## config.mk

```make
export PLATFORM = sky130hd
export DESIGN_NAME = lookup_decode_flat
export DESIGN_NICKNAME = d
export VERILOG_FILES = /design/src/source/cache_pkg.sv /design/src/source/way_bus_if.sv /design/src/source/lookup_decode.sv /design/src/flat_wrapper.sv
export VERILOG_INCLUDE_DIRS = /design/src /design/src/source
export SDC_FILE = /design/constraint.sdc
export NUM_CORES = 1
export LEC_CHECK = 0
export ABC_AREA = 1
export BUFFER_PORTS_ARGS = -buffer_cell sky130_fd_sc_hd__buf_2
export CAP_MARGIN = 15
export CORE_AREA = 2 2 170 172
export CTS_CLUSTER_SIZE = 16
export DETAILED_ROUTE_END_ITERATION = 8
export DIE_AREA = 0 0 172 174
export GPL_TIMING_DRIVEN = 0
export PLACE_DENSITY = 0.41
export SETUP_SLACK_MARGIN = 0.3
export SYNTH_ARGS = -nofsm -noshare
export SYNTH_HDL_FRONTEND = slang
export SYNTH_SLANG_ARGS = --single-unit
```

## constraint.sdc

```tcl
create_clock -name clk -period 0.8 [get_ports clk]
set_input_delay 0 -clock clk [delete_from_list [all_inputs] [get_ports clk]]
set_output_delay 0 -clock clk [all_outputs]
set_load 0.01 [all_outputs]
```

## src/source/cache_defs.svh

```systemverilog
// cache geometry macros
`ifndef CACHE_DEFS_SVH
`define CACHE_DEFS_SVH

// set organization
`define CACHE_NUM_WAYS        4   // ways per set
`define CACHE_NUM_SETS        16  // sets in the cache

// line layout
`define CACHE_WORD_WIDTH      32  // bits per word
`define CACHE_WORDS_PER_LINE  4   // words per line

// word address = {tag, set, word offset}
`define CACHE_TAG_WIDTH       10
`define CACHE_ADDR_WIDTH      16

// requester tag carried through the pipe
`define CACHE_ID_WIDTH        8

`endif

```

## src/source/cache_pkg.sv

```systemverilog
// cache type package
`default_nettype none
`include "cache_defs.svh"

package cache_pkg;

  typedef logic [$clog2(`CACHE_NUM_WAYS)-1:0]       way_index_t;
  typedef logic [$clog2(`CACHE_NUM_SETS)-1:0]       set_index_t;
  typedef logic [$clog2(`CACHE_WORDS_PER_LINE)-1:0] word_offset_t; // word inside a line
  typedef logic [`CACHE_TAG_WIDTH-1:0]              tag_t;
  typedef logic [`CACHE_WORD_WIDTH-1:0]             word_t;
  typedef word_t [`CACHE_WORDS_PER_LINE-1:0]        line_t;
  typedef logic [`CACHE_NUM_WAYS-1:0]               way_vec_t;  // one bit per way

  typedef enum logic [1:0] {RD_LU, WR_LU, FILL_LU} lookup_op_t;
  typedef enum logic [1:0] {HIT, MISS, FILL} lookup_result_t;
  typedef enum logic {FILL_REQ_OP, DIRTY_EVICT_OP} fm_op_t;

  // per way, per set state
  typedef struct packed {
    logic valid;
    logic modified;
    logic mru;
    tag_t tag;
  } way_meta_t;

  // pipe bus, one lookup
  typedef struct packed {
    logic                                  valid;
    lookup_op_t                            op;
    tag_t                                  tag;
    set_index_t                            set;
    word_offset_t                          word;
    word_t                                 wr_word;    // write data
    line_t                                 fill_line;  // fill data
    logic [`CACHE_ID_WIDTH-1:0]            id;
    way_vec_t                              hit;        // filled in q2
    way_vec_t                              victim;     // filled in q2
    way_meta_t [`CACHE_NUM_WAYS-1:0]       meta;       // set state before the update
  } lookup_t;

endpackage

`default_nettype wire

```

## src/source/way_bus_if.sv

```systemverilog
// per way array bus
`timescale 1ns/1ps
`default_nettype none
`include "cache_defs.svh"

interface way_bus_if;
  import cache_pkg::*;

  // q1 metadata read, same set on every way
  logic                             meta_rd_en;
  set_index_t                       meta_rd_set;
  way_meta_t [`CACHE_NUM_WAYS-1:0]  meta_rd;     // one slice per way
  // q2 metadata write, set comes from the q2 lookup
  logic                             meta_wr_en;
  way_meta_t [`CACHE_NUM_WAYS-1:0]  meta_wr;
  // q2 line read, only the selected way
  way_vec_t                         line_rd_en;
  set_index_t                       line_rd_idx;
  line_t [`CACHE_NUM_WAYS-1:0]      line_rd;
  // q3 line write
  way_vec_t                         line_wr_en;
  set_index_t                       line_wr_idx;
  line_t                            line_wr;

  modport decode  (output meta_rd_en, meta_rd_set);
  modport way     (input  meta_rd_en, meta_rd_set, meta_wr_en, meta_wr,
                          line_rd_en, line_rd_idx, line_wr_en, line_wr_idx, line_wr,
                   output meta_rd, line_rd);
  modport select  (input  meta_rd,
                   output meta_wr_en, meta_wr, line_rd_en, line_rd_idx);
  modport respond (input  line_rd,
                   output line_wr_en, line_wr_idx, line_wr);

endinterface

`default_nettype wire

```

## src/source/lookup_decode.sv

```systemverilog
// q1 lookup decode
`timescale 1ns/1ps
`default_nettype none
`include "cache_defs.svh"

module lookup_decode (
  input  logic                            clk,
  input  logic                            rst,
  input  logic                            req_valid,
  input  cache_pkg::lookup_op_t           req_op,
  input  logic [`CACHE_ADDR_WIDTH-1:0]    req_addr,
  input  cache_pkg::word_t                req_data,
  input  cache_pkg::line_t                req_line,
  input  logic [`CACHE_ID_WIDTH-1:0]      req_id,
  way_bus_if.decode                       ways,
  output cache_pkg::lookup_t              lookup_q2
);
  import cache_pkg::*;

  lookup_t lookup_q1;

  always_comb begin
    lookup_q1           = '0;   // vectors and meta are filled in q2
    lookup_q1.valid     = req_valid;
    lookup_q1.op        = req_op;
    {lookup_q1.tag, lookup_q1.set, lookup_q1.word} = req_addr;
    lookup_q1.wr_word   = req_data;
    lookup_q1.fill_line = req_line;
    lookup_q1.id        = req_id;
  end

  // set read, data returns with the q2 lookup
  assign ways.meta_rd_en  = req_valid;
  assign ways.meta_rd_set = lookup_q1.set;

  always_ff @(posedge clk) begin
    lookup_q2 <= lookup_q1;
    if (rst) lookup_q2.valid <= 1'b0;
  end

endmodule

`default_nettype wire

```

## src/flat_wrapper.sv

```systemverilog
// flat-port wrapper written by rule: the top's interface ports become plain ports
module lookup_decode_flat import cache_pkg::*;
  (clk, rst, req_valid, req_op, req_addr, req_data, req_line, req_id, lookup_q2, ways_meta_rd_en, ways_meta_rd_set);
  way_bus_if ways_i ();
  input  logic clk;
  input  logic rst;
  input  logic req_valid;
  input  cache_pkg::lookup_op_t req_op;
  input  logic [`CACHE_ADDR_WIDTH-1:0] req_addr;
  input  cache_pkg::word_t req_data;
  input  cache_pkg::line_t req_line;
  input  logic [`CACHE_ID_WIDTH-1:0] req_id;
  output cache_pkg::lookup_t lookup_q2;
  output wire logic [$bits(ways_i.meta_rd_en)-1:0] ways_meta_rd_en;
  output wire logic [$bits(ways_i.meta_rd_set)-1:0] ways_meta_rd_set;
  assign ways_meta_rd_en = ways_i.meta_rd_en;
  assign ways_meta_rd_set = ways_i.meta_rd_set;
  lookup_decode u_core (.clk(clk), .rst(rst), .req_valid(req_valid), .req_op(req_op), .req_addr(req_addr), .req_data(req_data), .req_line(req_line), .req_id(req_id), .ways(ways_i), .lookup_q2(lookup_q2));
endmodule
```

* After elaboration in Yosys (flattened, before gate mapping)
Index checks and enable logic that the tools add are counted.
Cells by class: add/subtract/negate cells 0, multipliers 0, div/mod/pow operators 0, order comparisons 0, eq/ne operators 0, shifts and indexed selects 0, mux-type cells 0, bitwise operators 0, reductions and logical operators 0
Word-level totals: register bits after elaboration 187, latch bits 0, RAM bits 0, memory bits (read-only) 0, logic and storage cells 11, memories 0

* Logic depth before layout (Yosys ltp)
depth after elaboration 0, depth in mapped cells 2, gate-level depth less buffers 2

* Least setup slack after synthesis
Ideal clock, no wire load.
path kind reg2out, start point reg, netlist name u_core.lookup_q2[100], end point out lookup_q2[100] in the netlist's numbering, data arrival time 0.331 ns, slack 0.469 ns, cell stages (with the launch flop) 1, path buffers 0, cells stage by stage dfxtp_1
RTL lines:
- end, declared | RTL line flat_wrapper.sv:13 | output cache_pkg::lookup_t lookup_q2;
No word-level cell between the ends.

* Worst setup path in the final report
start point reg, netlist name u_core.lookup_q2[125], end point out lookup_q2[125] in the netlist's numbering
No word-level cell between the ends.

==> results_dict.tcl <==
set metrics [dict create \
    multi_input_area_um2 231 \
    first_global_vias 4157 \
    final_area_um2 10200 \
    placed_cell_area_um2 6850 \
    antenna_found_initial 5 \
    netlist_area_um2 4250 \
    drtAntennaViolNets 0 \
    grt_first_pass_wirelength_um 22500 \
    synth-edff-count 0 \
    drv_cap 0 \
    dpl.hpwl_um 12400 \
    finalCriticalPeriod_ns 0.877 \
    ys_warn_count 0 \
    path_cells "buf_6" \
    drt_pass1_iterations 4 \
    gp_congestion 0.726 \
    synth.most_common_cell "dfxtp_1" \
    path_class "flip-flop to output port" \
    synth-main-ff-cell "dfxtp_1" \
    postCtsSetupBuffers 0 \
    syn_inst 255 \
    reg_top3 "u_core.lookup_q2 (187)" \
    async_flop_share 0 \
    min_path_cells 2 \
    hold_viol 0 \
    drive_above_1_share 0.640 \
    critical_path_buf_inv_count 1 \
    drc 0 \
    path_clk_slew_ns 0.08 \
    seqCellArea_um2 3880 \
    n_fill_cell 2834 \
    yosysSeqAreaShare 0.882 \
    syn_area_per_cell_um2 16.6 \
    fin_nets 1090 \
    numCtsBuffers 17 \
    cp-start-kind "flip-flop" \
    cts_tree "yes" \
    fin_ws_ns -0.0771 \
    grt_max_degree 20 \
    core_um2 28200 \
    maxSlewViolCount 0 \
    slowest_stage "dfxtp_2" \
    grt_usage 0.103 \
    power.total_mw 22.0 \
    status "complete, but fails checks" \
    yosysTopAreaCell "dfxtp_1" \
    die_area_um2 29900 \
    rsz0062_at_grt "true" \
    largest_reg_flops 187 \
    die_x_um 172 \
    clockBufferDepth 2 \
    cp.required_ns 0.80 \
    power.density_nw_per_um2 2160 \
    first_iter_violations 98 \
    min_to "u_core.lookup_q2[159]" \
    setup_violations 187 \
    synth_seq_cells 187 \
    std_cell_rows 62 \
    ys_top_cells_by_count "187 x dfxtp_1, 65 x buf_4, 1 x conb_1, 1 x inv_1, 1 x nor2_2" \
    ir_worst_vdd_uv 1210 \
    synthTopCellsByArea "dfxtp_1 88%, buf_4 11%, nor2_2 0.15%" \
    routedWlPerCell_um 12.7 \
    port_buffers 380 \
    via_per_inst 3.03 \
    path_max_fanout 1 \
    grt-ovfl-total 0 \
    yosys.area.top_type_share 0.882 \
    crit_path_end_kind "output port" \
    critPathMaxStageDelay_ns 0.33 \
    p_leak_nw 4.95 \
    violations "setup timing" \
    htreeDepth 4 \
    cp_top_family "flip-flops" \
    io_pins 441 \
    vias 3954 \
    drt-total-wl_um 16500 \
    hold_path.class "input port to flip-flop" \
    die_h_um 174 \
    yosysUniqueCellTypes 5 \
    min_from "req_line[91]" \
    syn2layout_area_growth_pct 140 \
    start_util 0.150 \
    clock-sinks 187 \
    clock.fmax_ghz 1.14 \
    cp.arrival_ns 0.88 \
    largest-register "u_core.lookup_q2" \
    cts-root-buf "clkbuf_16" \
    period_share 1.10 \
]
[placed cells by master, fill, tap and decap left out, drive strengths merged]
cell,count
clkbuf,17
bufinv,3
buf,445
inv,9
conb,60
clkinvlp,2
dlygate4sd3,188
nor2,1
clkinv,2
dfxtp,187
diode,6
[cells by family (layout without fill, tap and decap cells)]
kind of cell,after synthesis,count (layout),synth area share
other,1,66,0.000883
and+or+nand+nor,1,1,0.00147
buffers and inverters,66,666,0.116
DFF,187,187,0.882
[timing repair]
action	4_1_cts	5_1_grt
hold buffers	188	0
setup endpoints to repair	187	187
endpoints found under the hold margin	187	0
gates resized for setup	105	131
[how the worst max path moves through the flow]
stage	endpoint	start	slack, ns	cells after the start
2_1_floorplan	lookup_q2[100]	u_core.lookup_q2[100]	0.47	0
5_1_grt	lookup_q2[136]	u_core.lookup_q2[136]	-0.14	1
3_5_place_dp	lookup_q2[93]	u_core.lookup_q2[93]	0.34	1
3_3_place_gp	lookup_q2[202]	u_core.lookup_q2[202]	0.35	1
4_1_cts	lookup_q2[159]	u_core.lookup_q2[159]	-0.11	1
6_report	lookup_q2[125]	u_core.lookup_q2[125]	-0.08	1
[layer usage]
metal | share of wire | GRT usage | wire length, um | up-vias
met5 | 0 | 0 | 0 | -
met4 | 0.023 | 0.0490 | 380 | 0
met1 | 0.32 | 0.0899 | 5330 | 1756
met2 | 0.55 | 0.197 | 9030 | 223
li1 | - | - | - | 1954
met3 | 0.11 | 0.0469 | 1780 | 21
[cell type report]
cell class,count,share of cell area
buffer,65,0.0478
inverter,1,0.000368
multi-input combinational,61,0.0227
clock buffer,17,0.0417
clock inverter,15,0.0221
sequential,187,0.380
tap,384,0.0471
timing repair buffer,568,0.437
antenna,6,0.00147
[through the flow]
stage | TNS, ns | cells | setup slack (ns) | hold WS (ns) | utilization
finish | -10.76 | 1304 | -0.0771 | 0.190 | 0.361
global route | -20.21 | 1302 | -0.138 | 0.170 | 0.361
CTS | -16.25 | 1298 | -0.111 | 0.163 | 0.344
detailed placement | 0 | 1078 | 0.341 | 0.104 | 0.243
global placement | 0 | 1078 | 0.350 | 0.102 | 0.243
floorplan | 0 | 314 | 0.469 | 0.0277 | -
[where the power goes]
group / switching [mW] / leakage, nW / total [mW] / internal, mW
clock: 4.10 / 0.311 / 9.23 / 5.13
combinational: 0.959 / 3.06 / 2.73 / 1.77
sequential: 0.178 / 1.58 / 10.0 / 9.86
(Power assumes the default switching activity.)
