File: src/source/cache_defs.svh
// cache geometry macros
`ifndef CACHE_DEFS_SVH
`define CACHE_DEFS_SVH

// set organization
`define CACHE_NUM_WAYS        4   // ways per set
`define CACHE_NUM_SETS        16  // sets in the cache

// line layout
`define CACHE_WORD_WIDTH      32  // bits per word
`define CACHE_WORDS_PER_LINE  4   // words per line

// word address = {tag, set, word offset}
`define CACHE_TAG_WIDTH       10
`define CACHE_ADDR_WIDTH      16

// requester tag carried through the pipe
`define CACHE_ID_WIDTH        8

`endif

File: src/source/cache_pkg.sv
// cache type package
`default_nettype none
`include "cache_defs.svh"

package cache_pkg;

  typedef logic [$clog2(`CACHE_NUM_WAYS)-1:0]       way_index_t;
  typedef logic [$clog2(`CACHE_NUM_SETS)-1:0]       set_index_t;
  typedef logic [$clog2(`CACHE_WORDS_PER_LINE)-1:0] word_offset_t; // word inside a line
  typedef logic [`CACHE_TAG_WIDTH-1:0]              tag_t;
  typedef logic [`CACHE_WORD_WIDTH-1:0]             word_t;
  typedef word_t [`CACHE_WORDS_PER_LINE-1:0]        line_t;
  typedef logic [`CACHE_NUM_WAYS-1:0]               way_vec_t;  // one bit per way

  typedef enum logic [1:0] {RD_LU, WR_LU, FILL_LU} lookup_op_t;
  typedef enum logic [1:0] {HIT, MISS, FILL} lookup_result_t;
  typedef enum logic {FILL_REQ_OP, DIRTY_EVICT_OP} fm_op_t;

  // per way, per set state
  typedef struct packed {
    logic valid;
    logic modified;
    logic mru;
    tag_t tag;
  } way_meta_t;

  // pipe bus, one lookup
  typedef struct packed {
    logic                                  valid;
    lookup_op_t                            op;
    tag_t                                  tag;
    set_index_t                            set;
    word_offset_t                          word;
    word_t                                 wr_word;    // write data
    line_t                                 fill_line;  // fill data
    logic [`CACHE_ID_WIDTH-1:0]            id;
    way_vec_t                              hit;        // filled in q2
    way_vec_t                              victim;     // filled in q2
    way_meta_t [`CACHE_NUM_WAYS-1:0]       meta;       // set state before the update
  } lookup_t;

endpackage

`default_nettype wire

File: src/source/way_bus_if.sv
// per way array bus
`timescale 1ns/1ps
`default_nettype none
`include "cache_defs.svh"

interface way_bus_if;
  import cache_pkg::*;

  // q1 metadata read, same set on every way
  logic                             meta_rd_en;
  set_index_t                       meta_rd_set;
  way_meta_t [`CACHE_NUM_WAYS-1:0]  meta_rd;     // one slice per way
  // q2 metadata write, set comes from the q2 lookup
  logic                             meta_wr_en;
  way_meta_t [`CACHE_NUM_WAYS-1:0]  meta_wr;
  // q2 line read, only the selected way
  way_vec_t                         line_rd_en;
  set_index_t                       line_rd_idx;
  line_t [`CACHE_NUM_WAYS-1:0]      line_rd;
  // q3 line write
  way_vec_t                         line_wr_en;
  set_index_t                       line_wr_idx;
  line_t                            line_wr;

  modport decode  (output meta_rd_en, meta_rd_set);
  modport way     (input  meta_rd_en, meta_rd_set, meta_wr_en, meta_wr,
                          line_rd_en, line_rd_idx, line_wr_en, line_wr_idx, line_wr,
                   output meta_rd, line_rd);
  modport select  (input  meta_rd,
                   output meta_wr_en, meta_wr, line_rd_en, line_rd_idx);
  modport respond (input  line_rd,
                   output line_wr_en, line_wr_idx, line_wr);

endinterface

`default_nettype wire

File: src/source/lookup_respond.sv
// q3 response and data write
`timescale 1ns/1ps
`default_nettype none
`include "cache_defs.svh"

module lookup_respond (
  input  cache_pkg::lookup_t             lookup_q3,
  way_bus_if.respond                     ways,
  output logic                           rsp_valid,
  output cache_pkg::lookup_result_t      rsp_result,
  output logic [`CACHE_ID_WIDTH-1:0]     rsp_id,
  output cache_pkg::line_t               rsp_line,
  output logic                           fm_valid,
  output cache_pkg::fm_op_t              fm_op,
  output logic [`CACHE_ADDR_WIDTH-1:0]   fm_addr,
  output cache_pkg::line_t               fm_line
);
  import cache_pkg::*;

  way_vec_t   access;
  way_index_t sel_idx;       // encoded hit or victim way
  line_t      sel_line;      // line read in q2
  line_t      merged;
  logic       is_fill, is_hit, is_miss, dirty_evict;

  assign is_fill = (lookup_q3.op == FILL_LU);
  assign is_hit  = (lookup_q3.hit != '0);
  assign is_miss = !is_hit && !is_fill;
  assign access  = is_fill ? lookup_q3.victim : lookup_q3.hit;

  always_comb begin
    sel_idx = '0;
    for (int w = 0; w < `CACHE_NUM_WAYS; w++) begin
      if (access[w]) sel_idx = way_index_t'(w);
    end
  end

  assign sel_line = ways.line_rd[sel_idx];

  // write hit word merge
  always_comb begin
    merged                 = sel_line;
    merged[lookup_q3.word] = lookup_q3.wr_word;
  end

  //==========================================================
  // data write
  //==========================================================
  always_comb begin
    ways.line_wr_en = '0;
    if (lookup_q3.valid && is_fill) ways.line_wr_en = lookup_q3.victim;
    if (lookup_q3.valid && (lookup_q3.op == WR_LU)) ways.line_wr_en = lookup_q3.hit;
  end
  assign ways.line_wr_idx = lookup_q3.set;
  assign ways.line_wr     = is_fill ? lookup_q3.fill_line : merged;

  //==========================================================
  // response
  //==========================================================
  assign rsp_valid  = lookup_q3.valid;
  assign rsp_result = is_fill ? FILL : (is_hit ? HIT : MISS);
  assign rsp_id     = lookup_q3.id;
  assign rsp_line   = is_fill                                 ? lookup_q3.fill_line :
                      ((lookup_q3.op == RD_LU) && is_hit)     ? sel_line            :
                                                                '0;

  // far memory, miss fetch or dirty victim writeback
  assign dirty_evict = is_fill && lookup_q3.meta[sel_idx].valid
                               && lookup_q3.meta[sel_idx].modified;

  assign fm_valid = lookup_q3.valid && (is_miss || dirty_evict);
  assign fm_op    = dirty_evict ? DIRTY_EVICT_OP : FILL_REQ_OP;
  assign fm_addr  = dirty_evict ?
                    {lookup_q3.meta[sel_idx].tag, lookup_q3.set, word_offset_t'(0)} :
                    {lookup_q3.tag, lookup_q3.set, lookup_q3.word};
  assign fm_line  = dirty_evict ? sel_line : '0;   // old line out

endmodule

`default_nettype wire

File: src/flat_wrapper.sv
// flat-port wrapper written by rule: the top's interface ports become plain ports
module lookup_respond_flat import cache_pkg::*;
  (lookup_q3, rsp_valid, rsp_result, rsp_id, rsp_line, fm_valid, fm_op, fm_addr, fm_line, ways_line_rd, ways_line_wr_en, ways_line_wr_idx, ways_line_wr);
  way_bus_if ways_i ();
  input  cache_pkg::lookup_t lookup_q3;
  output logic rsp_valid;
  output cache_pkg::lookup_result_t rsp_result;
  output logic [`CACHE_ID_WIDTH-1:0] rsp_id;
  output cache_pkg::line_t rsp_line;
  output logic fm_valid;
  output cache_pkg::fm_op_t fm_op;
  output logic [`CACHE_ADDR_WIDTH-1:0] fm_addr;
  output cache_pkg::line_t fm_line;
  input wire logic [$bits(ways_i.line_rd)-1:0] ways_line_rd;
  output wire logic [$bits(ways_i.line_wr_en)-1:0] ways_line_wr_en;
  output wire logic [$bits(ways_i.line_wr_idx)-1:0] ways_line_wr_idx;
  output wire logic [$bits(ways_i.line_wr)-1:0] ways_line_wr;
  assign ways_i.line_rd = ways_line_rd;
  assign ways_line_wr_en = ways_i.line_wr_en;
  assign ways_line_wr_idx = ways_i.line_wr_idx;
  assign ways_line_wr = ways_i.line_wr;
  lookup_respond u_core (.lookup_q3(lookup_q3), .ways(ways_i), .rsp_valid(rsp_valid), .rsp_result(rsp_result), .rsp_id(rsp_id), .rsp_line(rsp_line), .fm_valid(fm_valid), .fm_op(fm_op), .fm_addr(fm_addr), .fm_line(fm_line));
endmodule
File: config.mk
export PLATFORM = sky130hd
export DESIGN_NAME = lookup_respond_flat
export DESIGN_NICKNAME = d
export VERILOG_FILES = /design/src/source/cache_pkg.sv /design/src/source/way_bus_if.sv /design/src/source/lookup_respond.sv /design/src/flat_wrapper.sv
export VERILOG_INCLUDE_DIRS = /design/src /design/src/source
export SDC_FILE = /design/constraint.sdc
export NUM_CORES = 1
export LEC_CHECK = 0
export BUFFER_PORTS_ARGS = -buffer_cell sky130_fd_sc_hd__buf_2
export CAP_MARGIN = 15
export CELL_PAD_IN_SITES_DETAIL_PLACEMENT = 1
export CELL_PAD_IN_SITES_GLOBAL_PLACEMENT = 1
export CORE_AREA = 2 2 462 464
export DETAILED_ROUTE_END_ITERATION = 16
export DIE_AREA = 0 0 464 466
export MAX_ROUTING_LAYER = met4
export PLACE_DENSITY = 0.3
export SYNTH_ARGS = -nofsm -noshare
export SYNTH_HDL_FRONTEND = slang
export SYNTH_SLANG_ARGS = --single-unit
File: constraint.sdc
create_clock -name vclk -period 3.3
set_input_delay 0.66 -clock vclk [all_inputs]
set_output_delay 0.66 -clock vclk [all_outputs]
set_load 0.05 [all_outputs]
Yosys cells after proc, flatten, opt, wreduce, memory -nomap -nowiden:

Cells that the tools add are included.

* input port bits: 759
* flip-flop bits (word level): 0
* logic and storage cells: 39

* eq/ne operators: 2
* magnitude comparators: 3
* reduce and logical (&&, ||, !) cells: 13
* muxes and demuxes: 21

Operator list (number)
* $mux 128: 5
* $bmux 128 s2: 1
* $bwmux 128: 1
* $demux 32 s2: 1
* $mux 32: 1
* $bmux 13 s2: 1
* $mux 16: 1
* $mux 13: 1
* $mux 4: 3
* $logic_and 1x1->1: 8
* $lt 2x3->1 const B: 2
* $mux 2: 3
* $reduce_bool 4->1: 1
* $mux 1: 3
* $eq 2x1->1 const B: 1
* $eq 2x2->1 const B: 1
* $ge 2x1->1 const B: 1
* $logic_not 1->1: 2
* $logic_not 2->1: 1
* $logic_or 1x1->1: 1

Logic depth before layout (Yosys ltp):

* depth in word-level cells: 11
* gate-level depth with buffers: 10

Worst setup path after synthesis:

Ideal clock, no wire load.

* path type: input to output
* from: input lookup_q3[244] (netlist name)
* to: output fm_line[127] (netlist name)
* path slack: -0.268 ns
* arrival time: 2.908 ns
* stages on the path: 9
* path through: nand2b_1 -> buf_4 -> inv_2 -> mux2i_1 -> clkbuf_2 -> o21ai_0 -> a21oi_2 -> clkbuf_1 -> and2_1

RTL lines
* start, declared: RTL line flat_wrapper.sv:5 `input cache_pkg::lookup_t lookup_q3;`
* end, declared: RTL line flat_wrapper.sv:13 `output cache_pkg::line_t fm_line;`

Worst setup path in the final report:

* from: input lookup_q3[244] (netlist name)
* to: output ways_line_wr[54]

* word-level cells in the longest chain between the ends: 9

RTL lines
* $eq 2x2->1 *: RTL line lookup_respond.sv:26 `assign is_fill = (lookup_q3.op == FILL_LU);`
* $mux 4: RTL line lookup_respond.sv:29 `assign access = is_fill ? lookup_q3.victim : lookup_q3.hit;`
* $mux 1: RTL line lookup_respond.sv:34 `if (access[w]) sel_idx = way_index_t'(w);`
* $mux 2 (2 in a row): RTL line lookup_respond.sv:34
* $bmux 128 s2: RTL line lookup_respond.sv:38 `assign sel_line = ways.line_rd[sel_idx];`
* $mux 128 (implied by the code): RTL line lookup_respond.sv:38
* $bwmux 128: RTL line lookup_respond.sv:43 `merged[lookup_q3.word] = lookup_q3.wr_word;`
* $mux 128 *: RTL line lookup_respond.sv:55 `assign ways.line_wr = is_fill ? lookup_q3.fill_line : merged;`
* end, declared: RTL line flat_wrapper.sv:17 `output wire logic [$bits(ways_i.line_wr)-1:0] ways_line_wr;`

Mark *: on every way between the ends. The rest lies on a longest branch, timed or not. The select of a mux whose other input is x is not followed.

==> flow_summary.json <==
{
  "placementRows": 169,
  "dp_slack_ns": -0.9406,
  "wl_per_cell_um": 34.02,
  "worst_ep_arrival_time_ns": 3.06,
  "critPathLaunchType": "input port",
  "initial_core_util_pct": 3.850,
  "min_period_ns": 3.720,
  "setup_slack_ns": -0.4204,
  "timing.slew.headroom_pct": 55.94,
  "drc": 0,
  "path_cells": "buf_6, nand2b_4, inv_8, mux2_8, buf_12, buf_16, buf_12, a22oi_2, buf_4, o21ai_4, a221o_1, buf_12",
  "timing.fmax_mhz": 268.8,
  "detail-route-antenna-nets": 0,
  "nClkBuffers": 0,
  "post-route-period-util_pct": 112.7,
  "port_buffers": 1148,
  "powerDensity_nw_per_um2": 255.6,
  "end_kind": "output port",
  "grt_overflow": 0,
  "synth_area_leaders": "and2_1 (20%), mux2i_1 (16%), a221o_1 (16%)",
  "layout_commonest_cell": "buf_2",
  "cap_violations": 0,
  "ir_drop_mv": 0.09605,
  "cp_common_cell": "buf_12",
  "synth_adder_area_share_pct": 0,
  "drt_iter0_drc": 825,
  "synth_seq_area_share_pct": 0,
  "final.fill_count": 24780,
  "hold_violations": 0,
  "synthesis.nets": 1908,
  "avgSynthCellArea_um2": 7.078,
  "min_path_type": "in -> out",
  "grt_pass1_vias": 18500,
  "drive_gt1_share_pct": 79.23,
  "core_area_um2": 211200,
  "crit_path_top_delay_cell": "a22oi_2",
  "finalSetupViolCount": 377,
  "path_class": "in -> out",
  "tightest_slew_ns": 0.6588,
  "synth_compound_area_share_pct": 49.97,
  "min_to": "rsp_id[0]",
  "dieArea_um2": 216200,
  "ys_warn_count": 0,
  "syn_area_um2": 8133,
  "outcome": "complete, but fails checks",
  "synthMuxAreaShare_pct": 18.32,
  "grt_max_degree": 46,
  "finalSetupTns_ns": -56.70,
  "die_x_um": 464,
  "vias_per_cell": 3.124,
  "min_from": "lookup_q3[60]",
  "synthCells": 1149,
  "synth_xor_area_share_pct": 0,
  "final_cell_mix": "buf_2 (768), buf_12 (302), buf_6 (240)",
  "critPathMaxFanout": 7,
  "cts_hold_buf": 0,
  "vias": 17110,
  "seqCellArea_um2": 0,
  "p_leak_nw": 13.34,
  "rsz0062_at_grt": "yes",
  "yosysTopAreaCellShare_pct": 19.92,
  "crit_required_ns": 2.64,
  "slowest_delay_ns": 0.41,
  "dr.pass1.iters": 4,
  "nets": 3366,
  "seq_cell_count": 0,
  "yosys.cell_types.count": 33,
  "io_pins": 1180,
  "antenna_found_initial": 88,
  "synth.largest_area_cell": "and2_1",
  "fp.dieH_um": 466,
  "finalWirelength_um": 186300,
  "violations": "negative setup slack",
  "hold-path-cell-count": 0,
  "synth_top_family_by_area": "compound AO/OA/AOI/OAI gates",
  "synth-simple-area-share_pct": 22.89,
  "maxSlewViolCount": 0,
  "dp_hpwl_um": 153300,
  "area_growth_pct": 269.6,
  "grt_first_pass_wirelength_um": 226300,
  "routabilityCongestion": 0.9267,
  "final_util_pct": 14.23,
  "track_usage_pct": 16.75
}
## through the flow
stage	hold slack, ns	total power [W]	cells	area (um2)
2_1_floorplan	1.487	0.002591	1149	8134
3_3_place_gp	1.320	0.006352	5269	23180
3_5_place_dp	1.320	0.006341	5269	23180
4_1_cts	1.320	0.007501	5401	28090
5_1_grt	1.320	0.007996	5468	30040
6_report	1.320	0.007684	5477	30060
## power breakdown
| part | internal (W) | switching (W) |
|---|---|---|
| Combinational | 0.00327 | 0.00441 |
| Sequential | 0 | 0 |
| Clock | 0.00000000129 | 0 |
## worst max path at each step
stage                              start          endpoint  slack [ns]  cells past startpoint
final                     lookup_q3[244]  ways_line_wr[54]       -0.42                     12
after global routing      lookup_q3[244]  ways_line_wr[54]       -0.39                     12
after CTS                 lookup_q3[244]  ways_line_wr[65]       -0.37                     12
after detailed placement  lookup_q3[244]  ways_line_wr[35]       -0.94                     11
after global placement    lookup_q3[244]  ways_line_wr[35]       -0.96                     11
after floorplan           lookup_q3[244]        fm_addr[0]       -0.09                      9
## cell families after synthesis
| logic type | Yosys count |
|---|---|
| AOI/OAI and AO/OA | 545 |
| and+or+nand+nor | 309 |
| buffers and inverters | 151 |
| muxes | 144 |
## synthesized netlist by cell type, types with 2 or more instances
library cell	number
clkbuf_1	73
and2_1	259
nand2b_1	2
nor3_1	2
nand2_1	24
mux2_1	3
nor2_1	6
o21ai_0	12
a31oi_1	10
o22ai_1	10
o21ai_1	120
buf_1	9
o21a_1	2
mux2_4	9
a221o_1	128
a21o_1	128
buf_6	2
a22oi_1	132
buf_4	21
mux2i_1	132
nor3b_1	2
buf_2	44
nor2b_1	9
## routing by layer
metal	track usage (%)	wire, um
met1	17.99	70200
met2	31.81	99890
met3	3.869	12370
met4	1.861	3880
met5	-	0
## what timing repair did
item | in CTS | in global routing
buffers inserted | 120 | 54
hold endpoints to repair | 0 | 0
pin swaps | 130 | 182
endpoints found under the setup margin | 400 | 398
gates cloned | 30 | 6
resized for setup | 797 | 468
## worst max-delay path: cells and delay by family
| kind | cells | cell delay (ns) |
|---|---|---|
| mux | 1 | 0.38 |
| buf+inv | 7 | 0.98 |
| simple gates | 1 | 0.17 |
| compound gates | 3 | 0.81 |
## final cells by class
| type | instances | area (um2) | share of cell area [%] |
|---|---|---|---|
| multi-input cells | 999 | 10140 | 33.74 |
| diodes | 51 | 127.6 | 0.4246 |
| repair buffers | 1605 | 16250 | 54.05 |
| well taps | 2821 | 3530 | 11.74 |
| inverters | 1 | 11.26 | 0.03746 |
Note: power is estimated with default switching activity, not from simulation.
